`src/common/csr_consts.svh`:
```
`ifndef CSR_CONSTS_SVH
`define CSR_CONSTS_SVH

// datapath widths
`define CSR_XLEN       64
`define CSR_ADDR_W     12
`define CSR_PAYLOAD_W  134

// queue depth, equal to the credits the sender starts with
`define CSR_CREDITS    4

// machine csr addresses
`define CSR_MSTATUS    12'h300
`define CSR_MIE        12'h304
`define CSR_MTVEC      12'h305
`define CSR_MEPC       12'h341
`define CSR_MCAUSE     12'h342
`define CSR_MTVAL      12'h343
`define CSR_MIP        12'h344
// custom slot for the timer compare register
`define CSR_MTIMECMP   12'h7C0
// user time, read-only
`define CSR_TIME       12'hC01

// mpp held at machine mode
`define CSR_MSTATUS_RESET 64'h0000_0000_0000_1800

// mstatus fields
`define CSR_MIE_BIT    3
`define CSR_MPIE_BIT   7
`define CSR_MPP_HI     12
`define CSR_MPP_LO     11

// timer interrupt bit in mip and mie
`define CSR_MTIP_BIT   7
`define CSR_MTIE_BIT   7

`endif

```
`src/common/csr_pkg.sv`:
```
`include "csr_consts.svh"

package csr_pkg;

  // what the core asks for in one command
  typedef enum logic [1:0] {
    ACCESS = 2'd0,
    TRAP   = 2'd1,
    MRET   = 2'd2,
    NOP    = 2'd3
  } csr_cmd_kind_e;

  // csrrw / csrrs / csrrc
  typedef enum logic [1:0] {
    RW = 2'd0,
    RS = 2'd1,
    RC = 2'd2
  } csr_op_e;

  // payload as seen by an access command
  typedef struct packed {
    logic [`CSR_ADDR_W-1:0]                           addr;
    csr_op_e                                          op;
    logic [`CSR_XLEN-1:0]                             wdata;
    logic [`CSR_PAYLOAD_W-`CSR_ADDR_W-2-`CSR_XLEN-1:0] pad;
  } csr_access_t;

  // payload as seen by a trap command
  typedef struct packed {
    logic [`CSR_XLEN-1:0] pc;
    logic [`CSR_XLEN-1:0] tval;
    logic                 interrupt;
    logic [4:0]           code;
  } csr_trap_t;

  // one word, decoded by command kind
  typedef union packed {
    csr_access_t acc;
    csr_trap_t   trp;
  } csr_payload_u;

endpackage

```
`src/csr_regfile/csr_regfile.sv`:
```
`timescale 1ns/1ps
`include "csr_consts.svh"

module csr_regfile (
  input  logic                   clk_i,
  input  logic                   rst_n_i,
  input  logic [`CSR_ADDR_W-1:0] rd_addr_i,
  input  logic                   wr_en_i,
  input  logic [`CSR_ADDR_W-1:0] wr_addr_i,
  input  logic [`CSR_XLEN-1:0]   wr_data_i,
  input  logic                   trap_en_i,
  input  logic [`CSR_XLEN-1:0]   trap_pc_i,
  input  logic [5:0]             trap_cause_i,
  input  logic [`CSR_XLEN-1:0]   trap_tval_i,
  input  logic                   mret_en_i,
  input  logic [`CSR_XLEN-1:0]   mtime_i,
  input  logic [`CSR_XLEN-1:0]   mtimecmp_i,
  input  logic                   mtip_i,
  output logic [`CSR_XLEN-1:0]   rd_data_o,
  output logic                   addr_legal_o,
  output logic                   addr_ro_o,
  output logic [`CSR_XLEN-1:0]   mstatus_o,
  output logic [`CSR_XLEN-1:0]   mie_o,
  output logic [`CSR_XLEN-1:0]   mip_o,
  output logic [`CSR_XLEN-1:0]   mepc_o,
  output logic [`CSR_XLEN-1:0]   mtvec_o,
  output logic                   mtimecmp_we_o,
  output logic [`CSR_XLEN-1:0]   mtimecmp_wdata_o
);

  logic [`CSR_XLEN-1:0] mstatus_q;
  logic [`CSR_XLEN-1:0] mepc_q;
  logic [`CSR_XLEN-1:0] mcause_q;
  logic [`CSR_XLEN-1:0] mtval_q;
  logic [`CSR_XLEN-1:0] mtvec_q;
  logic [`CSR_XLEN-1:0] mie_q;
  logic [`CSR_XLEN-1:0] mip_q;
  logic                 mstatus_we;
  logic                 mepc_we;
  logic                 mcause_we;
  logic                 mtval_we;
  logic                 mtvec_we;
  logic                 mie_we;
  logic                 mip_we;
  logic [`CSR_XLEN-1:0] mstatus_wdata;
  logic [`CSR_XLEN-1:0] mip_wdata;
  logic [`CSR_XLEN-1:0] mip_rd;

  // software write enables from the write address
  always_comb begin
    mstatus_we    = 1'b0;
    mepc_we       = 1'b0;
    mcause_we     = 1'b0;
    mtval_we      = 1'b0;
    mtvec_we      = 1'b0;
    mie_we        = 1'b0;
    mip_we        = 1'b0;
    mtimecmp_we_o = 1'b0;
    if (wr_en_i) begin
      case (wr_addr_i)
        `CSR_MSTATUS:  mstatus_we = 1'b1;
        `CSR_MEPC:     mepc_we = 1'b1;
        `CSR_MCAUSE:   mcause_we = 1'b1;
        `CSR_MTVAL:    mtval_we = 1'b1;
        `CSR_MTVEC:    mtvec_we = 1'b1;
        `CSR_MIE:      mie_we = 1'b1;
        `CSR_MIP:      mip_we = 1'b1;
        `CSR_MTIMECMP: mtimecmp_we_o = 1'b1;
        default: ;
      endcase
    end
  end

  assign mtimecmp_wdata_o = wr_data_i;

  // mpp is pinned to machine mode, mtip belongs to the timer
  always_comb begin
    mstatus_wdata = wr_data_i;
    mstatus_wdata[`CSR_MPP_HI:`CSR_MPP_LO] = 2'b11;
    mip_wdata = wr_data_i;
    mip_wdata[`CSR_MTIP_BIT] = 1'b0;
  end

  always_ff @(posedge clk_i or negedge rst_n_i) begin
    if (!rst_n_i) begin
      mstatus_q <= `CSR_MSTATUS_RESET;
    end else if (trap_en_i) begin
      mstatus_q[`CSR_MPIE_BIT] <= mstatus_q[`CSR_MIE_BIT];
      mstatus_q[`CSR_MIE_BIT]  <= 1'b0;
    end else if (mret_en_i) begin
      mstatus_q[`CSR_MIE_BIT]  <= mstatus_q[`CSR_MPIE_BIT];
      mstatus_q[`CSR_MPIE_BIT] <= 1'b1;
    end else if (mstatus_we) begin
      mstatus_q <= mstatus_wdata;
    end
  end

  // trap port wins over software writes
  always_ff @(posedge clk_i or negedge rst_n_i) begin
    if (!rst_n_i) begin
      mepc_q   <= '0;
      mcause_q <= '0;
      mtval_q  <= '0;
    end else if (trap_en_i) begin
      mepc_q   <= {trap_pc_i[`CSR_XLEN-1:1], 1'b0};
      mcause_q <= {trap_cause_i[5], {(`CSR_XLEN-6){1'b0}}, trap_cause_i[4:0]};
      mtval_q  <= trap_tval_i;
    end else begin
      if (mepc_we) begin
        mepc_q <= wr_data_i;
      end
      if (mcause_we) begin
        mcause_q <= wr_data_i;
      end
      if (mtval_we) begin
        mtval_q <= wr_data_i;
      end
    end
  end

  always_ff @(posedge clk_i or negedge rst_n_i) begin
    if (!rst_n_i) begin
      mtvec_q <= '0;
      mie_q   <= '0;
      mip_q   <= '0;
    end else begin
      if (mtvec_we) begin
        mtvec_q <= wr_data_i;
      end
      if (mie_we) begin
        mie_q <= wr_data_i;
      end
      if (mip_we) begin
        mip_q <= mip_wdata;
      end
    end
  end

  always_comb begin
    mip_rd = mip_q;
    mip_rd[`CSR_MTIP_BIT] = mtip_i;
  end

  always_comb begin
    rd_data_o    = '0;
    addr_legal_o = 1'b1;
    case (rd_addr_i)
      `CSR_MSTATUS:  rd_data_o = mstatus_q;
      `CSR_MEPC:     rd_data_o = mepc_q;
      `CSR_MCAUSE:   rd_data_o = mcause_q;
      `CSR_MTVAL:    rd_data_o = mtval_q;
      `CSR_MTVEC:    rd_data_o = mtvec_q;
      `CSR_MIE:      rd_data_o = mie_q;
      `CSR_MIP:      rd_data_o = mip_rd;
      `CSR_MTIMECMP: rd_data_o = mtimecmp_i;
      `CSR_TIME:     rd_data_o = mtime_i;
      default:       addr_legal_o = 1'b0;
    endcase
  end

  // address bits 11:10 both set means a read-only csr
  assign addr_ro_o = &rd_addr_i[`CSR_ADDR_W-1:`CSR_ADDR_W-2];

  assign mstatus_o = mstatus_q;
  assign mie_o     = mie_q;
  assign mip_o     = mip_rd;
  assign mepc_o    = mepc_q;
  assign mtvec_o   = mtvec_q;

endmodule

```
`src/logic/mtimer.sv`:
```
`timescale 1ns/1ps
`include "csr_consts.svh"

module mtimer (
  input  logic                 clk_i,
  input  logic                 rst_n_i,
  input  logic                 cmp_we_i,
  input  logic [`CSR_XLEN-1:0] cmp_wdata_i,
  output logic [`CSR_XLEN-1:0] mtime_o,
  output logic [`CSR_XLEN-1:0] mtimecmp_o,
  output logic                 mtip_o
);

  logic [`CSR_XLEN-1:0] mtime_q;
  logic [`CSR_XLEN-1:0] mtimecmp_q;

  // free running, one tick per clock
  always_ff @(posedge clk_i or negedge rst_n_i) begin
    if (!rst_n_i) begin
      mtime_q <= '0;
    end else begin
      mtime_q <= mtime_q + 1'b1;
    end
  end

  // all ones keeps mtip low out of reset
  always_ff @(posedge clk_i or negedge rst_n_i) begin
    if (!rst_n_i) begin
      mtimecmp_q <= {`CSR_XLEN{1'b1}};
    end else if (cmp_we_i) begin
      mtimecmp_q <= cmp_wdata_i;
    end
  end

  // level, not a pulse
  assign mtip_o = (mtime_q >= mtimecmp_q);

  assign mtime_o    = mtime_q;
  assign mtimecmp_o = mtimecmp_q;

endmodule

```
`src/logic/csr_cmd_fifo.sv`:
```
`timescale 1ns/1ps
`include "csr_consts.svh"

module csr_cmd_fifo (
  input  logic                   clk_i,
  input  logic                   rst_n_i,
  input  logic                   push_i,
  input  csr_pkg::csr_cmd_kind_e kind_i,
  input  csr_pkg::csr_payload_u  payload_i,
  input  logic                   pop_i,
  output csr_pkg::csr_cmd_kind_e kind_o,
  output csr_pkg::csr_payload_u  payload_o,
  output logic                   not_empty_o,
  output logic                   credit_o
);

  localparam int DEPTH = `CSR_CREDITS;
  localparam int PTR_W = $clog2(DEPTH);

  csr_pkg::csr_cmd_kind_e kind_mem [DEPTH];
  csr_pkg::csr_payload_u  payload_mem [DEPTH];
  logic [PTR_W-1:0]       wr_ptr_q;
  logic [PTR_W-1:0]       rd_ptr_q;
  logic [PTR_W:0]         count_q;

  always_ff @(posedge clk_i) begin
    if (push_i) begin
      kind_mem[wr_ptr_q]    <= kind_i;
      payload_mem[wr_ptr_q] <= payload_i;
    end
  end

  always_ff @(posedge clk_i or negedge rst_n_i) begin
    if (!rst_n_i) begin
      wr_ptr_q <= '0;
      rd_ptr_q <= '0;
      count_q  <= '0;
      credit_o <= 1'b0;
    end else begin
      if (push_i) begin
        wr_ptr_q <= (wr_ptr_q == PTR_W'(DEPTH - 1)) ? '0 : wr_ptr_q + 1'b1;
      end
      if (pop_i) begin
        rd_ptr_q <= (rd_ptr_q == PTR_W'(DEPTH - 1)) ? '0 : rd_ptr_q + 1'b1;
      end
      count_q  <= count_q + {{PTR_W{1'b0}}, push_i} - {{PTR_W{1'b0}}, pop_i};
      // credit goes back once the entry has left
      credit_o <= pop_i;
    end
  end

  assign kind_o      = kind_mem[rd_ptr_q];
  assign payload_o   = payload_mem[rd_ptr_q];
  assign not_empty_o = (count_q != '0);

  // sender must hold a credit for every push
  a_no_overflow: assert property (@(posedge clk_i) disable iff (!rst_n_i)
    push_i |-> (count_q != (PTR_W + 1)'(DEPTH)));
  a_no_underflow: assert property (@(posedge clk_i) disable iff (!rst_n_i)
    pop_i |-> not_empty_o);

endmodule

```
`src/logic/csr_exec.sv`:
```
`timescale 1ns/1ps
`include "csr_consts.svh"

module csr_exec (
  input  logic                   clk_i,
  input  logic                   rst_n_i,
  input  logic                   not_empty_i,
  input  csr_pkg::csr_cmd_kind_e kind_i,
  input  csr_pkg::csr_payload_u  payload_i,
  output logic                   pop_o,
  output logic [`CSR_ADDR_W-1:0] rd_addr_o,
  output logic                   wr_en_o,
  output logic [`CSR_ADDR_W-1:0] wr_addr_o,
  output logic [`CSR_XLEN-1:0]   wr_data_o,
  output logic                   trap_en_o,
  output logic [`CSR_XLEN-1:0]   trap_pc_o,
  output logic [5:0]             trap_cause_o,
  output logic [`CSR_XLEN-1:0]   trap_tval_o,
  output logic                   mret_en_o,
  input  logic [`CSR_XLEN-1:0]   rd_data_i,
  input  logic                   addr_legal_i,
  input  logic                   addr_ro_i,
  input  logic [`CSR_XLEN-1:0]   mstatus_i,
  input  logic [`CSR_XLEN-1:0]   mie_i,
  input  logic [`CSR_XLEN-1:0]   mip_i,
  input  logic [`CSR_XLEN-1:0]   mepc_i,
  input  logic [`CSR_XLEN-1:0]   mtvec_i,
  output logic                   rsp_valid_o,
  output logic [`CSR_XLEN-1:0]   rsp_rdata_o,
  output logic                   rsp_error_o,
  output logic                   rsp_redirect_o,
  output logic [`CSR_XLEN-1:0]   rsp_target_o,
  output logic                   irq_pending_o
);

  csr_pkg::csr_access_t acc;
  csr_pkg::csr_trap_t   trp;
  logic                 acc_err;
  logic [`CSR_XLEN-1:0] new_val;
  logic [`CSR_XLEN-1:0] rdata_d;
  logic                 error_d;
  logic                 redirect_d;
  logic [`CSR_XLEN-1:0] target_d;

  assign acc   = payload_i.acc;
  assign trp   = payload_i.trp;
  assign pop_o = not_empty_i;

  always_comb begin
    case (acc.op)
      csr_pkg::RW: new_val = acc.wdata;
      csr_pkg::RS: new_val = rd_data_i | acc.wdata;
      csr_pkg::RC: new_val = rd_data_i & ~acc.wdata;
      default:     new_val = rd_data_i;
    endcase
  end

  assign acc_err   = !addr_legal_i || (addr_ro_i && (acc.wdata != '0));
  assign rd_addr_o = acc.addr;
  assign wr_addr_o = acc.addr;
  assign wr_data_o = new_val;
  // no write into unknown or read-only csrs
  assign wr_en_o = not_empty_i && (kind_i == csr_pkg::ACCESS) && addr_legal_i && !addr_ro_i;

  assign trap_en_o    = not_empty_i && (kind_i == csr_pkg::TRAP);
  assign trap_pc_o    = trp.pc;
  assign trap_cause_o = {trp.interrupt, trp.code};
  assign trap_tval_o  = trp.tval;
  assign mret_en_o    = not_empty_i && (kind_i == csr_pkg::MRET);

  always_comb begin
    rdata_d    = '0;
    error_d    = 1'b0;
    redirect_d = 1'b0;
    target_d   = '0;
    case (kind_i)
      csr_pkg::ACCESS: begin
        rdata_d = rd_data_i;
        error_d = acc_err;
      end
      csr_pkg::TRAP: begin
        // direct mode only
        redirect_d = 1'b1;
        target_d   = {mtvec_i[`CSR_XLEN-1:2], 2'b00};
      end
      csr_pkg::MRET: begin
        redirect_d = 1'b1;
        target_d   = mepc_i;
      end
      default: ;
    endcase
  end

  always_ff @(posedge clk_i or negedge rst_n_i) begin
    if (!rst_n_i) begin
      rsp_valid_o    <= 1'b0;
      rsp_redirect_o <= 1'b0;
    end else begin
      rsp_valid_o    <= not_empty_i;
      rsp_redirect_o <= not_empty_i && redirect_d;
    end
  end

  always_ff @(posedge clk_i) begin
    if (not_empty_i) begin
      rsp_rdata_o  <= rdata_d;
      rsp_error_o  <= error_d;
      rsp_target_o <= target_d;
    end
  end

  assign irq_pending_o = mstatus_i[`CSR_MIE_BIT] & mie_i[`CSR_MTIE_BIT] & mip_i[`CSR_MTIP_BIT];

  // one hardware write source per command
  a_write_onehot: assert property (@(posedge clk_i) disable iff (!rst_n_i)
    $onehot0({wr_en_o, trap_en_o, mret_en_o}));

endmodule

```
`src/logic/csr_top.sv`:
```
`timescale 1ns/1ps
`include "csr_consts.svh"

module csr_top (
  input  logic                   clk_i,
  input  logic                   rst_n_i,
  input  logic                   cmd_valid_i,
  input  csr_pkg::csr_cmd_kind_e cmd_kind_i,
  input  csr_pkg::csr_payload_u  cmd_payload_i,
  output logic                   credit_o,
  output logic                   rsp_valid_o,
  output logic [`CSR_XLEN-1:0]   rsp_rdata_o,
  output logic                   rsp_error_o,
  output logic                   rsp_redirect_o,
  output logic [`CSR_XLEN-1:0]   rsp_target_o,
  output logic                   irq_pending_o
);

  csr_pkg::csr_cmd_kind_e head_kind;
  csr_pkg::csr_payload_u  head_payload;
  logic                   head_valid;
  logic                   pop;
  logic [`CSR_ADDR_W-1:0] rd_addr;
  logic                   wr_en;
  logic [`CSR_ADDR_W-1:0] wr_addr;
  logic [`CSR_XLEN-1:0]   wr_data;
  logic                   trap_en;
  logic [`CSR_XLEN-1:0]   trap_pc;
  logic [5:0]             trap_cause;
  logic [`CSR_XLEN-1:0]   trap_tval;
  logic                   mret_en;
  logic [`CSR_XLEN-1:0]   rd_data;
  logic                   addr_legal;
  logic                   addr_ro;
  logic [`CSR_XLEN-1:0]   mstatus;
  logic [`CSR_XLEN-1:0]   mie;
  logic [`CSR_XLEN-1:0]   mip;
  logic [`CSR_XLEN-1:0]   mepc;
  logic [`CSR_XLEN-1:0]   mtvec;
  logic                   cmp_we;
  logic [`CSR_XLEN-1:0]   cmp_wdata;
  logic [`CSR_XLEN-1:0]   mtime;
  logic [`CSR_XLEN-1:0]   mtimecmp;
  logic                   mtip;

  csr_cmd_fifo u_cmd_fifo (
    .clk_i       (clk_i),
    .rst_n_i     (rst_n_i),
    .push_i      (cmd_valid_i),
    .kind_i      (cmd_kind_i),
    .payload_i   (cmd_payload_i),
    .pop_i       (pop),
    .kind_o      (head_kind),
    .payload_o   (head_payload),
    .not_empty_o (head_valid),
    .credit_o    (credit_o)
  );

  csr_exec u_exec (
    .clk_i          (clk_i),
    .rst_n_i        (rst_n_i),
    .not_empty_i    (head_valid),
    .kind_i         (head_kind),
    .payload_i      (head_payload),
    .pop_o          (pop),
    .rd_addr_o      (rd_addr),
    .wr_en_o        (wr_en),
    .wr_addr_o      (wr_addr),
    .wr_data_o      (wr_data),
    .trap_en_o      (trap_en),
    .trap_pc_o      (trap_pc),
    .trap_cause_o   (trap_cause),
    .trap_tval_o    (trap_tval),
    .mret_en_o      (mret_en),
    .rd_data_i      (rd_data),
    .addr_legal_i   (addr_legal),
    .addr_ro_i      (addr_ro),
    .mstatus_i      (mstatus),
    .mie_i          (mie),
    .mip_i          (mip),
    .mepc_i         (mepc),
    .mtvec_i        (mtvec),
    .rsp_valid_o    (rsp_valid_o),
    .rsp_rdata_o    (rsp_rdata_o),
    .rsp_error_o    (rsp_error_o),
    .rsp_redirect_o (rsp_redirect_o),
    .rsp_target_o   (rsp_target_o),
    .irq_pending_o  (irq_pending_o)
  );

  csr_regfile u_regfile (
    .clk_i            (clk_i),
    .rst_n_i          (rst_n_i),
    .rd_addr_i        (rd_addr),
    .wr_en_i          (wr_en),
    .wr_addr_i        (wr_addr),
    .wr_data_i        (wr_data),
    .trap_en_i        (trap_en),
    .trap_pc_i        (trap_pc),
    .trap_cause_i     (trap_cause),
    .trap_tval_i      (trap_tval),
    .mret_en_i        (mret_en),
    .mtime_i          (mtime),
    .mtimecmp_i       (mtimecmp),
    .mtip_i           (mtip),
    .rd_data_o        (rd_data),
    .addr_legal_o     (addr_legal),
    .addr_ro_o        (addr_ro),
    .mstatus_o        (mstatus),
    .mie_o            (mie),
    .mip_o            (mip),
    .mepc_o           (mepc),
    .mtvec_o          (mtvec),
    .mtimecmp_we_o    (cmp_we),
    .mtimecmp_wdata_o (cmp_wdata)
  );

  mtimer u_mtimer (
    .clk_i       (clk_i),
    .rst_n_i     (rst_n_i),
    .cmp_we_i    (cmp_we),
    .cmp_wdata_i (cmp_wdata),
    .mtime_o     (mtime),
    .mtimecmp_o  (mtimecmp),
    .mtip_o      (mtip)
  );

endmodule

```
`config.mk`:
```
export PLATFORM = sky130hd
export DESIGN_NAME = csr_top
export DESIGN_NICKNAME = d
export VERILOG_FILES = /design/src/common/csr_pkg.sv /design/src/csr_regfile/csr_regfile.sv /design/src/logic/mtimer.sv /design/src/logic/csr_cmd_fifo.sv /design/src/logic/csr_exec.sv /design/src/logic/csr_top.sv
export VERILOG_INCLUDE_DIRS = /design/src /design/src/common
export SDC_FILE = /design/constraint.sdc
export NUM_CORES = 2
export LEC_CHECK = 0
export ABC_AREA = 0
export BUFFER_PORTS_ARGS = -buffer_cell sky130_fd_sc_hd__buf_2
export CAP_MARGIN = 20
export CORE_UTILIZATION = 65
export CTS_BUF_LIST = sky130_fd_sc_hd__clkbuf_2
export DETAILED_ROUTE_END_ITERATION = 8
export PLACE_DENSITY = 0.92
export REMOVE_ABC_BUFFERS = 1
export SYNTH_ARGS = -nofsm -noshare
export SYNTH_HDL_FRONTEND = slang
export SYNTH_SLANG_ARGS = --single-unit
```
`constraint.sdc`:
```
create_clock -name clk_i -period 7.8 [get_ports clk_i]
set_clock_uncertainty 0.2 [all_clocks]
set_input_delay 0.78 -clock clk_i [delete_from_list [all_inputs] [get_ports clk_i]]
set_output_delay 0.78 -clock clk_i [all_outputs]
set_load 0.01 [all_outputs]
```
==> impl_metrics.csv <==
group,metric,value,unit
setup_path,timing.rr.start,"u_cmd_fifo.rd_ptr_q[0]",
clock_network,cts_buffers,316,
setup_path,cp.arrival,5.03,ns
place,place_congestion,0.975,
floorplan,dieArea,84700,um2
setup_path,cp_data_required_time,6.82,ns
grt,overflow,0,
finish,final_common_cell,"edfxtp_1",
grt,grt_util_met3,14.2,%
timing,relSlewSlack,14.8,%
yosys,ys_types,72,
route,wl_per_cell,28.0,um
finish,drive_gt1_share,24.1,%
setup_path,reg2reg_slack,2.10,ns
yosys,synthArstFlopShare,46.4,%
power_and_ir_drop,p_leak,24.8,nW
setup_path,critical_path.slowest_cell,"or4b_2",
setup_path,slowest_delay,0.69,ns
power_and_ir_drop,power_density,340,nW/um2
timing,setup_slack,1.79,ns
place,hpwlAfterDp,96800,um
yosys,yosysWarnings,0,
yosys,seq_area_frac_synth,64.2,%
floorplan,die_w,291,um
clock_network,htreeDepth,5,
grt,grt_use_met2,60.6,%
route,first_pass_iters,9,
place,placed_area,56400,um2
worst_hold_path,hold_class,"input pin to flop",
floorplan,fp.coreArea,82400,um2
place,dpl_worst_slack,2.16,ns
timing,worstMarginPinSlew,1.28,ns
grt,grtUsageMet1,48.7,%
route,wirelength,170000,um
finish,fin_nets,4967,
grt,grt_first_pass_wirelength,254000,um
floorplan,die-height,291,um
route,num_vias,41800,
clock_network,cts-resized-gates,0,
yosys,synth_area,54300,um2
grt,grt-busiest-layer,"met2",
floorplan,ios,272,
route,vias_per_cell,6.89,
grt,track_usage,40.2,%
timing,drv_slew,0,
clock_network,worstSkewPairLatency,1.64,ns
timing,setup_violations,0,
yosys,ys.flop_type,"edfxtp_1",
timing,fmax,0.166,GHz
timing,tns,0,ns
finish,synthToLayoutAreaGrowth,14.5,%
route,ant_nets,0,
place,portBuffers,271,
worst_hold_path,hold_depth,3,
clock_network,cts_buffer_depth,4,
setup_path,r2r_end,"u_regfile.mtval_q[56]",
power_and_ir_drop,max-vdd-ir-drop,0.386,mV
finish,final_cell_mix,"edfxtp_1, dfrtp_1, clkbuf_2",
yosys,avgSynthCellArea,13.2,um2
finish,final_area,62100,um2
timing,hold_viol_final,0,
setup_path,r2r_cells,9,
worst_hold_path,hold_path.startpoint,"cmd_valid_i",
floorplan,initial_core_util,65.9,%
clock_network,cts_tree,"yes",
setup_path,path_cells,"ha_1, nand2b_1, a2111oi_0, nor4_1, or4b_2, a221oi_1, nand2_1, and3_1, buf_2",
grt,grt_max_degree,161,
clock_network,clock_tree.root_cell,"clkbuf_2",
grt,antenna_found_initial,8,
clock_network,clk_pin_slew,0.15,ns
timing,min_period_over_period,77.0,%
yosys,ys_seq_elements,1255,
setup_path,cp-start-kind,"flop",
setup_path,cp-end-kind,"output port",
clock_network,cts.sinks,1255,
grt,grt_pass1_vias,42400,
yosys,synth_cells,4118,
timing,period_needed,6.01,ns
floorplan,rows,105,
yosys,synth_edf_count,673,
worst_hold_path,min_to,"u_cmd_fifo.payload_mem[0][117]",
setup_path,crit_fanout,3,
flow_run,maxCapViolCount,0,
outcome,status,"finished, final reports clean",
route,drt_first_iter_violations,6067,
setup_path,critPathKind,"flop to output port",
timing,rsz0062_at_grt,"false",
route,drc,0,
how the worst max path moves through the flow:
| stage | slack, ns | end | from | depth (start not counted) |
|---|---|---|---|---|
| after CTS | 1.90 | irq_pending_o | u_mtimer.mtime_o[0] | 10 |
| after detailed placement | 2.16 | u_regfile.mepc_o[56] | u_cmd_fifo.rd_ptr_q[0] | 9 |
| after global routing | 1.66 | irq_pending_o | u_mtimer.mtimecmp_o[0] | 9 |
| final | 1.79 | irq_pending_o | u_mtimer.mtimecmp_o[0] | 9 |
| after global placement | 1.95 | u_regfile.mepc_o[54] | u_cmd_fifo.rd_ptr_q[0] | 9 |
| after floorplan | -10.03 | u_regfile.mip_q[12] | u_cmd_fifo.rd_ptr_q[0] | 4 |
where the power goes:
group / internal, mW / leakage (nW) / switching (mW) / total [mW]
sequential: 8.23 / 14.1 / 0.620 / 8.85
clock: 1.83 / 2.24 / 2.76 / 4.59
combinational: 2.43 / 8.46 / 5.28 / 7.71
total: 12.5 / 24.8 / 8.66 / 21.1
metrics by stage:
step	power [mW]	hold slack, ns	std cells	util (%)
after floorplan	13.4	0.247	3824	-
after global placement	15.8	0.260	5221	68.5
after detailed placement	16.1	0.263	5223	68.5
after CTS	20.6	0.119	6057	75.3
after global routing	21.7	0.150	6062	75.4
final	21.1	0.176	6067	75.4
metal layers:
metal | vias up | share of wire (%)
met5 | - | 0.031
met4 | 8 | 7.8
met2 | 3678 | 45
met1 | 20100 | 33
met3 | 1003 | 14
li1 | 17100 | -
layout make-up:
type                       count  area (um2)
antenna                        6        15.0
clock buffer                 496        2480
clock inverter                61         370
fill                        4818       20200
inverter                      82         313
multi-input combinational   2487       18100
sequential                  1255       34900
tap                         1070        1340
timing repair buffer         610        4710
logic make-up (layout without fill, tap and decap cells):
kind of cell / after synthesis / count (layout) / synth area share (%)
compound gates: 1243 / 1243 / 15.0
xor+xnor: 64 / 64 / 1.03
fa+ha+maj: 76 / 76 / 1.77
buf+inv: 376 / 1249 / 2.91
flops: 1255 / 1255 / 64.2
mux: 232 / 232 / 7.44
other cells: 0 / 6 / 0
simple gates: 872 / 872 / 7.69
what timing repair did:
action	in CTS	in global routing
setup buffers	0	0
endpoints found under the hold margin	1058	0
hold buffers	277	0
cells in the mapped netlist, drive strengths merged (5+ instances only):
master   instances  area, um2
nor2b           98        613
nor2           174        653
a2111oi         35        314
o21a            37        278
clkbuf         215        811
o22ai           40        250
nor3            15       75.1
o2111ai         25        357
and3            77        482
dfstp           64       1680
dfrtp          518      13000
nand2          352       1320
edfxtp         673      20200
a31oi           10       62.6
xor2            23        201
mux2            30        338
mux2i           68        681
nand4           31        194
ha              75        938
a22oi          278       2220
xnor2           41        359
a221o            5       50.1
buf             79        460
and4             8       70.1
nor4            26        205
a22o            60        526
nand3           33        170
mux4           134       3020
o21ai          475       2450
inv             82        308
o221ai           6       58.8
and2            43        269
a21oi          240       1300
a21o            17        128
state kept, by name, indices dropped and copies added, names as in the netlist, 8 cells and up:
name	flops
u_regfile.mip_q	63
u_mtimer.mtime_o	64
u_mtimer.mtimecmp_o	64
u_regfile.mtvec_o	64
u_exec.rsp_target_o	64
u_regfile.mcause_q	64
u_cmd_fifo.payload_mem	536
u_regfile.mstatus_o	62
u_regfile.mtval_q	64
u_regfile.mie_o	64
u_regfile.mepc_o	64
u_cmd_fifo.kind_mem	8
u_exec.rsp_rdata_o	64
critical path, delay by kind of cell (launching register included):
kind	cells	cell delay, ns
AOI/OAI and AO/OA	2	0.89
adders and majority gates	1	0.26
buffers and inverters	1	0.16
DFF	1	0.66
and+or+nand+nor	5	1.55
(Power assumes the default switching activity.)
